--- src/mul_cfg.svh ---
`ifndef MUL_CFG_SVH
`define MUL_CFG_SVH

`default_nettype none

// Stream side widths
`define MUL_DATA_W 32
`define MUL_ID_W   4

// Fixed-point format, N total bits with Q fractional
`define MUL_N_BITS 16
`define MUL_Q_BITS 8

// Saturating overflow counter
`define MUL_CNT_W  16

`default_nettype wire

`endif

--- src/qmul_pkg.sv ---
`include "mul_cfg.svh"

`default_nettype none

package qmul_pkg;

  //////////////////////////////////////////////////////////////////////////
  // Fixed-point words
  //////////////////////////////////////////////////////////////////////////

  // Operand and result word, N bits with Q fractional
  typedef logic signed [`MUL_N_BITS-1:0] q_word_t;

  // Full product before rounding
  // Twice the word width, never overflows for N-bit operands
  typedef logic signed [2*`MUL_N_BITS-1:0] q_full_t;

  //////////////////////////////////////////////////////////////////////////
  // Stream tags
  //////////////////////////////////////////////////////////////////////////

  // tid carried from ingress to egress
  typedef logic [`MUL_ID_W-1:0] stream_id_t;

endpackage

`default_nettype wire

--- src/axis_qmul_top.sv ---
`include "mul_cfg.svh"

`timescale 1ns/100ps
`default_nettype none

module axis_qmul_top (
  input  logic                   clk,
  input  logic                   rst_n,

  // AXI4-Stream ingress
  input  logic                   ing_tvalid,
  output logic                   ing_tready,
  input  logic [`MUL_DATA_W-1:0] ing_tdata,
  input  logic                   ing_tlast,
  input  qmul_pkg::stream_id_t   ing_tid,

  // AXI4-Stream egress
  output logic                   egr_tvalid,
  output logic [`MUL_DATA_W-1:0] egr_tdata,
  output qmul_pkg::stream_id_t   egr_tid,
  output logic                   egr_tuser,

  output logic [`MUL_CNT_W-1:0]  ovf_count
);

  import qmul_pkg::*;

  // Collector to core
  logic       op_valid;
  q_word_t    op_a;
  q_word_t    op_b;
  stream_id_t op_id;

  // Core to egress
  logic       res_valid;
  q_word_t    res_data;
  logic       res_ovf;
  stream_id_t res_id;

  ////////////////////////////////////////////////////////////////////////////
  // Input side
  ////////////////////////////////////////////////////////////////////////////

  operand_collector u_collector (
    .clk        (clk),
    .rst_n      (rst_n),
    .ing_tvalid (ing_tvalid),
    .ing_tready (ing_tready),
    .ing_tdata  (ing_tdata),
    .ing_tlast  (ing_tlast),
    .ing_tid    (ing_tid),
    .op_valid   (op_valid),
    .op_a       (op_a),
    .op_b       (op_b),
    .op_id      (op_id)
  );

  // Two-stage fixed-point core
  q_multiplier u_mult (
    .clk       (clk),
    .rst_n     (rst_n),
    .op_valid  (op_valid),
    .op_a      (op_a),
    .op_b      (op_b),
    .op_id     (op_id),
    .res_valid (res_valid),
    .res_data  (res_data),
    .res_ovf   (res_ovf),
    .res_id    (res_id)
  );

  // Output side
  result_egress u_egress (
    .clk        (clk),
    .rst_n      (rst_n),
    .res_valid  (res_valid),
    .res_data   (res_data),
    .res_ovf    (res_ovf),
    .res_id     (res_id),
    .egr_tvalid (egr_tvalid),
    .egr_tdata  (egr_tdata),
    .egr_tid    (egr_tid),
    .egr_tuser  (egr_tuser),
    .ovf_count  (ovf_count)
  );

endmodule

`default_nettype wire

--- src/operand_collector.sv ---
`include "mul_cfg.svh"

`timescale 1ns/100ps
`default_nettype none

module operand_collector (
  input  logic                   clk,
  input  logic                   rst_n,

  // AXI4-Stream ingress
  input  logic                   ing_tvalid,
  output logic                   ing_tready,
  input  logic [`MUL_DATA_W-1:0] ing_tdata,
  input  logic                   ing_tlast,
  input  qmul_pkg::stream_id_t   ing_tid,

  // Operands towards the core
  output logic                   op_valid,
  output qmul_pkg::q_word_t      op_a,
  output qmul_pkg::q_word_t      op_b,
  output qmul_pkg::stream_id_t   op_id
);

  import qmul_pkg::*;

  localparam int N = `MUL_N_BITS;

  // Beat transfer on this edge
  logic    beat_acc;
  // Low N bits of tdata
  q_word_t beat_word;

  assign beat_acc  = ing_tvalid && ing_tready;
  assign beat_word = q_word_t'(ing_tdata[N-1:0]);

  ////////////////////////////////////////////////////////////////////////////
  // Operand capture
  ////////////////////////////////////////////////////////////////////////////

  always_ff @(posedge clk or negedge rst_n) begin
    if (!rst_n) begin
      ing_tready <= 1'b1;
      op_valid   <= 1'b0;
      op_a       <= '0;
      op_b       <= '0;
      op_id      <= '0;
    end else begin
      // Strobe lasts a single cycle
      op_valid   <= 1'b0;
      // Ready comes back after the hand-over cycle
      ing_tready <= 1'b1;

      if (beat_acc) begin
        if (!ing_tlast) begin
          // Multiplicand and its tag
          // Kept across packets until the next non-last beat
          op_a  <= beat_word;
          op_id <= ing_tid;
        end else begin
          // Multiplier beat starts the operation
          op_b       <= beat_word;
          op_valid   <= 1'b1;
          // Hold off ingress while operands are handed over
          ing_tready <= 1'b0;
        end
      end
    end
  end

endmodule

`default_nettype wire

--- src/q_multiplier.sv ---
`include "mul_cfg.svh"

`timescale 1ns/100ps
`default_nettype none

module q_multiplier (
  input  logic                 clk,
  input  logic                 rst_n,

  // Operands from the collector
  input  logic                 op_valid,
  input  qmul_pkg::q_word_t    op_a,
  input  qmul_pkg::q_word_t    op_b,
  input  qmul_pkg::stream_id_t op_id,

  // Result towards egress
  output logic                 res_valid,
  output qmul_pkg::q_word_t    res_data,
  output logic                 res_ovf,
  output qmul_pkg::stream_id_t res_id
);

  import qmul_pkg::*;

  localparam int N = `MUL_N_BITS;
  localparam int Q = `MUL_Q_BITS;

  // Half an LSB of the result, added before the shift
  localparam q_full_t RND_HALF = q_full_t'(1) <<< (Q - 1);

  // Saturation limits
  localparam q_word_t WORD_MAX = {1'b0, {(N-1){1'b1}}};
  localparam q_word_t WORD_MIN = {1'b1, {(N-1){1'b0}}};

  // Full signed product of the operands
  q_full_t    product;

  // Stage 1 registers
  logic       s1_valid;
  q_full_t    s1_prod;
  stream_id_t s1_id;

  // Stage 2 datapath
  q_full_t    rounded;
  q_full_t    scaled;
  logic [N:0] top_bits;
  logic       fits;
  q_word_t    sat_word;

  ////////////////////////////////////////////////////////////////////////////
  // Stage 1 multiply
  ////////////////////////////////////////////////////////////////////////////

  // Signed operands in a 2N context
  assign product = op_a * op_b;

  always_ff @(posedge clk or negedge rst_n) begin
    if (!rst_n) begin
      s1_valid <= 1'b0;
      s1_prod  <= '0;
      s1_id    <= '0;
    end else begin
      s1_valid <= op_valid;
      if (op_valid) begin
        s1_prod <= product;
        s1_id   <= op_id;
      end
    end
  end

  ////////////////////////////////////////////////////////////////////////////
  // Stage 2 round, scale and saturate
  ////////////////////////////////////////////////////////////////////////////

  // Round half up at bit Q
  assign rounded  = s1_prod + RND_HALF;
  // Arithmetic shift keeps the sign
  assign scaled   = rounded >>> Q;

  // Result fits when the bits above the sign bit copy it
  assign top_bits = scaled[2*N-1:N-1];
  assign fits     = (top_bits == '0) || (top_bits == '1);

  // Nearest limit by sign of the full product
  assign sat_word = s1_prod[2*N-1] ? WORD_MIN : WORD_MAX;

  always_ff @(posedge clk or negedge rst_n) begin
    if (!rst_n) begin
      res_valid <= 1'b0;
      res_data  <= '0;
      res_ovf   <= 1'b0;
      res_id    <= '0;
    end else begin
      res_valid <= s1_valid;
      if (s1_valid) begin
        res_data <= fits ? q_word_t'(scaled[N-1:0]) : sat_word;
        res_ovf  <= !fits;
        res_id   <= s1_id;
      end
    end
  end

endmodule

`default_nettype wire

--- src/result_egress.sv ---
`include "mul_cfg.svh"

`timescale 1ns/100ps
`default_nettype none

module result_egress (
  input  logic                   clk,
  input  logic                   rst_n,

  // Result from the core
  input  logic                   res_valid,
  input  qmul_pkg::q_word_t      res_data,
  input  logic                   res_ovf,
  input  qmul_pkg::stream_id_t   res_id,

  // Egress beat, no back-pressure
  output logic                   egr_tvalid,
  output logic [`MUL_DATA_W-1:0] egr_tdata,
  output qmul_pkg::stream_id_t   egr_tid,
  output logic                   egr_tuser,

  output logic [`MUL_CNT_W-1:0]  ovf_count
);

  import qmul_pkg::*;

  localparam int N      = `MUL_N_BITS;
  localparam int DATA_W = `MUL_DATA_W;

  // Result sign-extended to the stream width
  logic [DATA_W-1:0] ext_data;
  // Counter stops at all ones
  logic              cnt_full;

  assign ext_data = {{(DATA_W-N){res_data[N-1]}}, res_data};
  assign cnt_full = &ovf_count;

  always_ff @(posedge clk or negedge rst_n) begin
    if (!rst_n) begin
      egr_tvalid <= 1'b0;
      egr_tdata  <= '0;
      egr_tid    <= '0;
      egr_tuser  <= 1'b0;
      ovf_count  <= '0;
    end else begin
      egr_tvalid <= res_valid;
      // Beat fields hold between strobes
      if (res_valid) begin
        egr_tdata <= ext_data;
        egr_tid   <= res_id;
        egr_tuser <= res_ovf;
      end
      if (res_valid && res_ovf && !cnt_full) begin
        ovf_count <= ovf_count + `MUL_CNT_W'(1);
      end
    end
  end

endmodule

`default_nettype wire

--- config.mk ---
export PLATFORM = sky130hd
export DESIGN_NAME = axis_qmul_top
export DESIGN_NICKNAME = d
export VERILOG_FILES = /design/src/qmul_pkg.sv /design/src/axis_qmul_top.sv /design/src/operand_collector.sv /design/src/q_multiplier.sv /design/src/result_egress.sv
export VERILOG_INCLUDE_DIRS = /design/src
export SDC_FILE = /design/constraint.sdc
export NUM_CORES = 1
export LEC_CHECK = 0
export ABC_AREA = 1
export BUFFER_PORTS_ARGS = -buffer_cell sky130_fd_sc_hd__buf_2
export CORE_AREA = 5 5 212 132
export CTS_BUF_LIST = sky130_fd_sc_hd__clkbuf_16
export CTS_CLUSTER_DIAMETER = 200
export DETAILED_ROUTE_END_ITERATION = 12
export DIE_AREA = 0 0 217 137
export PLACE_DENSITY = 0.9
export SLEW_MARGIN = 20
export SYNTH_ARGS = -nofsm -noshare
export SYNTH_HDL_FRONTEND = slang
export SYNTH_SLANG_ARGS = --single-unit
--- constraint.sdc ---
create_clock -name clk -period 17 [get_ports clk]
set_input_delay 2.55 -clock clk [delete_from_list [all_inputs] [get_ports clk]]
set_output_delay 2.55 -clock clk [all_outputs]
set_load 0.02 [all_outputs]
==> impl_metrics.yaml <==
sta:
  slew_headroom: 0.263
  setup-tns-final_ns: 0
  period_needed_ns: 6.77
  final_hold_viol_count: 0
  setup_violators_final: 0
  timing.final.max_slew_violations: 0
  period_share: 0.398
  final.setup_skew_ns: 0.00916
  max_slew.worst_pin.slew_ns: 1.11
  max_freq_ghz: 0.148
  rsz0062_at_grt: "no"
synth:
  post_synth.cell_area_avg_um2: 8.00
  postSynthNetCount: 2443
  synthMostInstantiatedCell: "nand2_1"
  post-synth-top-area-cell: "fa_1"
  synth-seq-cells: 128
  synth_cell_types: 44
  main_combinational_cell_family_by_area_after_synthesis: "adder cells"
  synth_adder_area_share: 0.379
  synth-xor-area-share: 0.0270
  ys_top_cells_by_area: "fa_1 32%, dfrtp_1 19%, nand2_1 13%"
  synth-async-reset-ratio: 1.00
  synthesis.area_um2: 16500
  synth_area_in_compound_gates: 0.0430
  ys_top_cells_by_count: "552 x nand2_1, 509 x inv_1, 261 x fa_1"
  synth_simple_gate_area_frac: 0.195
  synth.mux.area_fraction: 0.0150
  synth_warnings: 0
  seq_area_frac_synth: 0.194
  number_of_synthesized_flops_with_an_enable_pin: 0
  syn-instance-count: 2061
  yosysTopAreaCellShare: 0.317
  main_synth_ff_type: "dfrtp_1"
clock_tree:
  cts_buffer_depth: 2
  cts_tree: "done"
  tritoncts.num_buffers: 17
  cts_repair_resize_count: 0
  clock_insertion_delay_worst_skew_ns: 0.45
  cts-hold-fix-buffers: 0
  cts_root_buf: "clkbuf_16"
  cts-htree-levels: 4
  cts.sinks: 128
  clkTransAtPathRegs_ns: 0.07
  postCtsSetupBuffers: 0
drt:
  number_of_remaining_drc_errors: 0
  dr_total_vias: 13300
  drt-total-wl_um: 41900
  drtIter0Drc: 1379
  routed_wire_length_per_instance_um: 17.4
  drtAntennaViolNets: 0
  detail_route.first_pass.iterations: 6
  route.detailed.vias_per_inst: 5.52
worst_setup_path:
  cp.required_ns: 17.29
  setup.worst_path.start_class: "flop"
  path_class: "flop to flop"
  worstPathArrival_ns: 7.06
  timing.critical_path.fanout_max: 17
  critical_path.endpoint_type: "flop"
finish:
  nNetsFinal: 2444
  num_antenna_cells: 0
  area.growth.synth_to_final_pct: 5.82
  drive_gt1_frac: 0.0887
grt:
  met2_usage: 0.454
  globalRouteMet3Util: 0.105
  global_route_usage_sum: 0.298
  busiest_grt_layer: "met2"
  antenna_violations_before_repair: 0
  grt_overflow: 0
  grt_pass1_wl_um: 69100
  grt.met1_usage: 0.400
  first_global_vias: 13900
  grt_start_max_net_pins: 67
hold_path:
  worst_hold_path_type: "flop to flop"
die:
  die_width_um: 217
  die_area_um2: 29700
  dieHeight_um: 137
  core_region_area_um2: 25800
  rows: 46
  io_pins: 95
  start_util: 0.638
placed_design:
  hpwl_um: 32900
  number_of_input_and_output_port_buffers_inserted: 78
  gp_congestion: 0.967
run_status:
  status: "complete, no violations"
run:
  cap_viol_max_count: 0
[worst max-delay path: stages, from the launching register on]
cell and delay (ns):
dfrtp_1 0.84, nand2_1 0.20, fa_1 0.55, fa_1 0.54, inv_1 0.05, fa_1 0.51, inv_1 0.06, fa_1 0.54
inv_1 0.06, fa_1 0.52, fa_1 0.43, ha_1 0.41, nand2_1 0.10, nor2_1 0.14, inv_1 0.08, nor2_1 0.14
nand2_1 0.08, nand3_1 0.29, inv_2 0.07, o21bai_1 0.55, nand2_1 0.15, nand2_1 0.10, nand2_1 0.05, nand3_1 0.06
o21ai_1 0.09
[path summary, 6_finish.rpt]
check                      slack [ns]            startpoint               endpoint  cells past startpoint
setup / recovery                10.23  u_collector.op_a[10]     u_mult.s1_prod[30]                     24
setup reg to reg                10.23  u_collector.op_a[10]     u_mult.s1_prod[30]                     24
max in group asynchronous       13.43                 rst_n   u_collector.op_b[12]                      2
min in group asynchronous        2.17                 rst_n  u_egress.ovf_count[0]                      1
hold reg to reg                  0.47       u_mult.s1_id[1]        u_mult.s1_id[1]                      2
hold / removal                   0.47       u_mult.s1_id[1]        u_mult.s1_id[1]                      2
[cells by family (layout without fill, tap and decap cells)]
kind of cell | after synthesis | after routing
compound gates | 130 | 130
xor+xnor | 50 | 50
simple gates | 771 | 771
mux | 22 | 22
fa+ha+maj | 342 | 342
flops | 128 | 128
buf+inv | 618 | 632
[placed cells by master, fill, tap and decap left out, drive strengths merged]
master / n
nand2: 557
inv: 523
fa: 261
dfrtp: 127
nor2: 103
buf: 82
ha: 81
nand3: 73
o21ai: 72
a21oi: 34
xor2: 28
xnor2: 22
mux2: 22
clkbuf: 17
nor3: 14
or2: 9
o21bai: 6
a31oi: 5
nand3b: 5
nand4: 5
clkinv: 5
nor4: 4
a211oi: 3
a21o: 3
clkinvlp: 3
o21a: 2
a21boi: 2
bufinv: 2
and3: 1
o221ai: 1
o31ai: 1
o211ai: 1
dfstp: 1
[stage by stage]
| step | hold slack, ns | cell area [um^2] | std cells | setup slack (ns) | utilization |
|---|---|---|---|---|---|
| finish | 0.472 | 17400 | 2411 | 10.23 | 0.675 |
| global route | 0.491 | 17400 | 2411 | 9.94 | 0.675 |
| CTS | 0.476 | 17400 | 2411 | 10.39 | 0.675 |
| detailed placement | 0.460 | 16900 | 2379 | 10.45 | 0.652 |
| global placement | 0.455 | 16900 | 2379 | 10.58 | 0.652 |
| floorplan | 0.352 | 16500 | 2061 | 11.32 | - |
[sequential cells by signal, indices dropped and copies added (netlist names), 4 cells and up]
signal	count
u_mult.s1_id	4
u_egress.ovf_count	16
u_egress.egr_tdata	16
u_collector.op_b	16
u_egress.egr_tid	4
u_mult.res_data	16
u_mult.s1_prod	25
u_mult.res_id	4
u_collector.op_a	16
u_collector.op_id	4
[routing by layer]
layer / routed length, um / vias up / share of wire
met5: 78 / - / 0.0019
met2: 18700 / 686 / 0.45
li1: - / 5980 / -
met4: 1250 / 2 / 0.030
met1: 16900 / 6527 / 0.40
met3: 4970 / 117 / 0.12
[area by class of cell]
type,count,area (um^2)
fill,2036,8400
clock inverter,15,160
tap,336,420
inverter,518,1940
multi-input combinational,1315,10900
clock buffer,17,425
timing repair buffer,82,423
sequential,128,3200
Power is not shown: default switching activity piles up to over one toggle a cycle in this logic, so the estimate is an artifact.
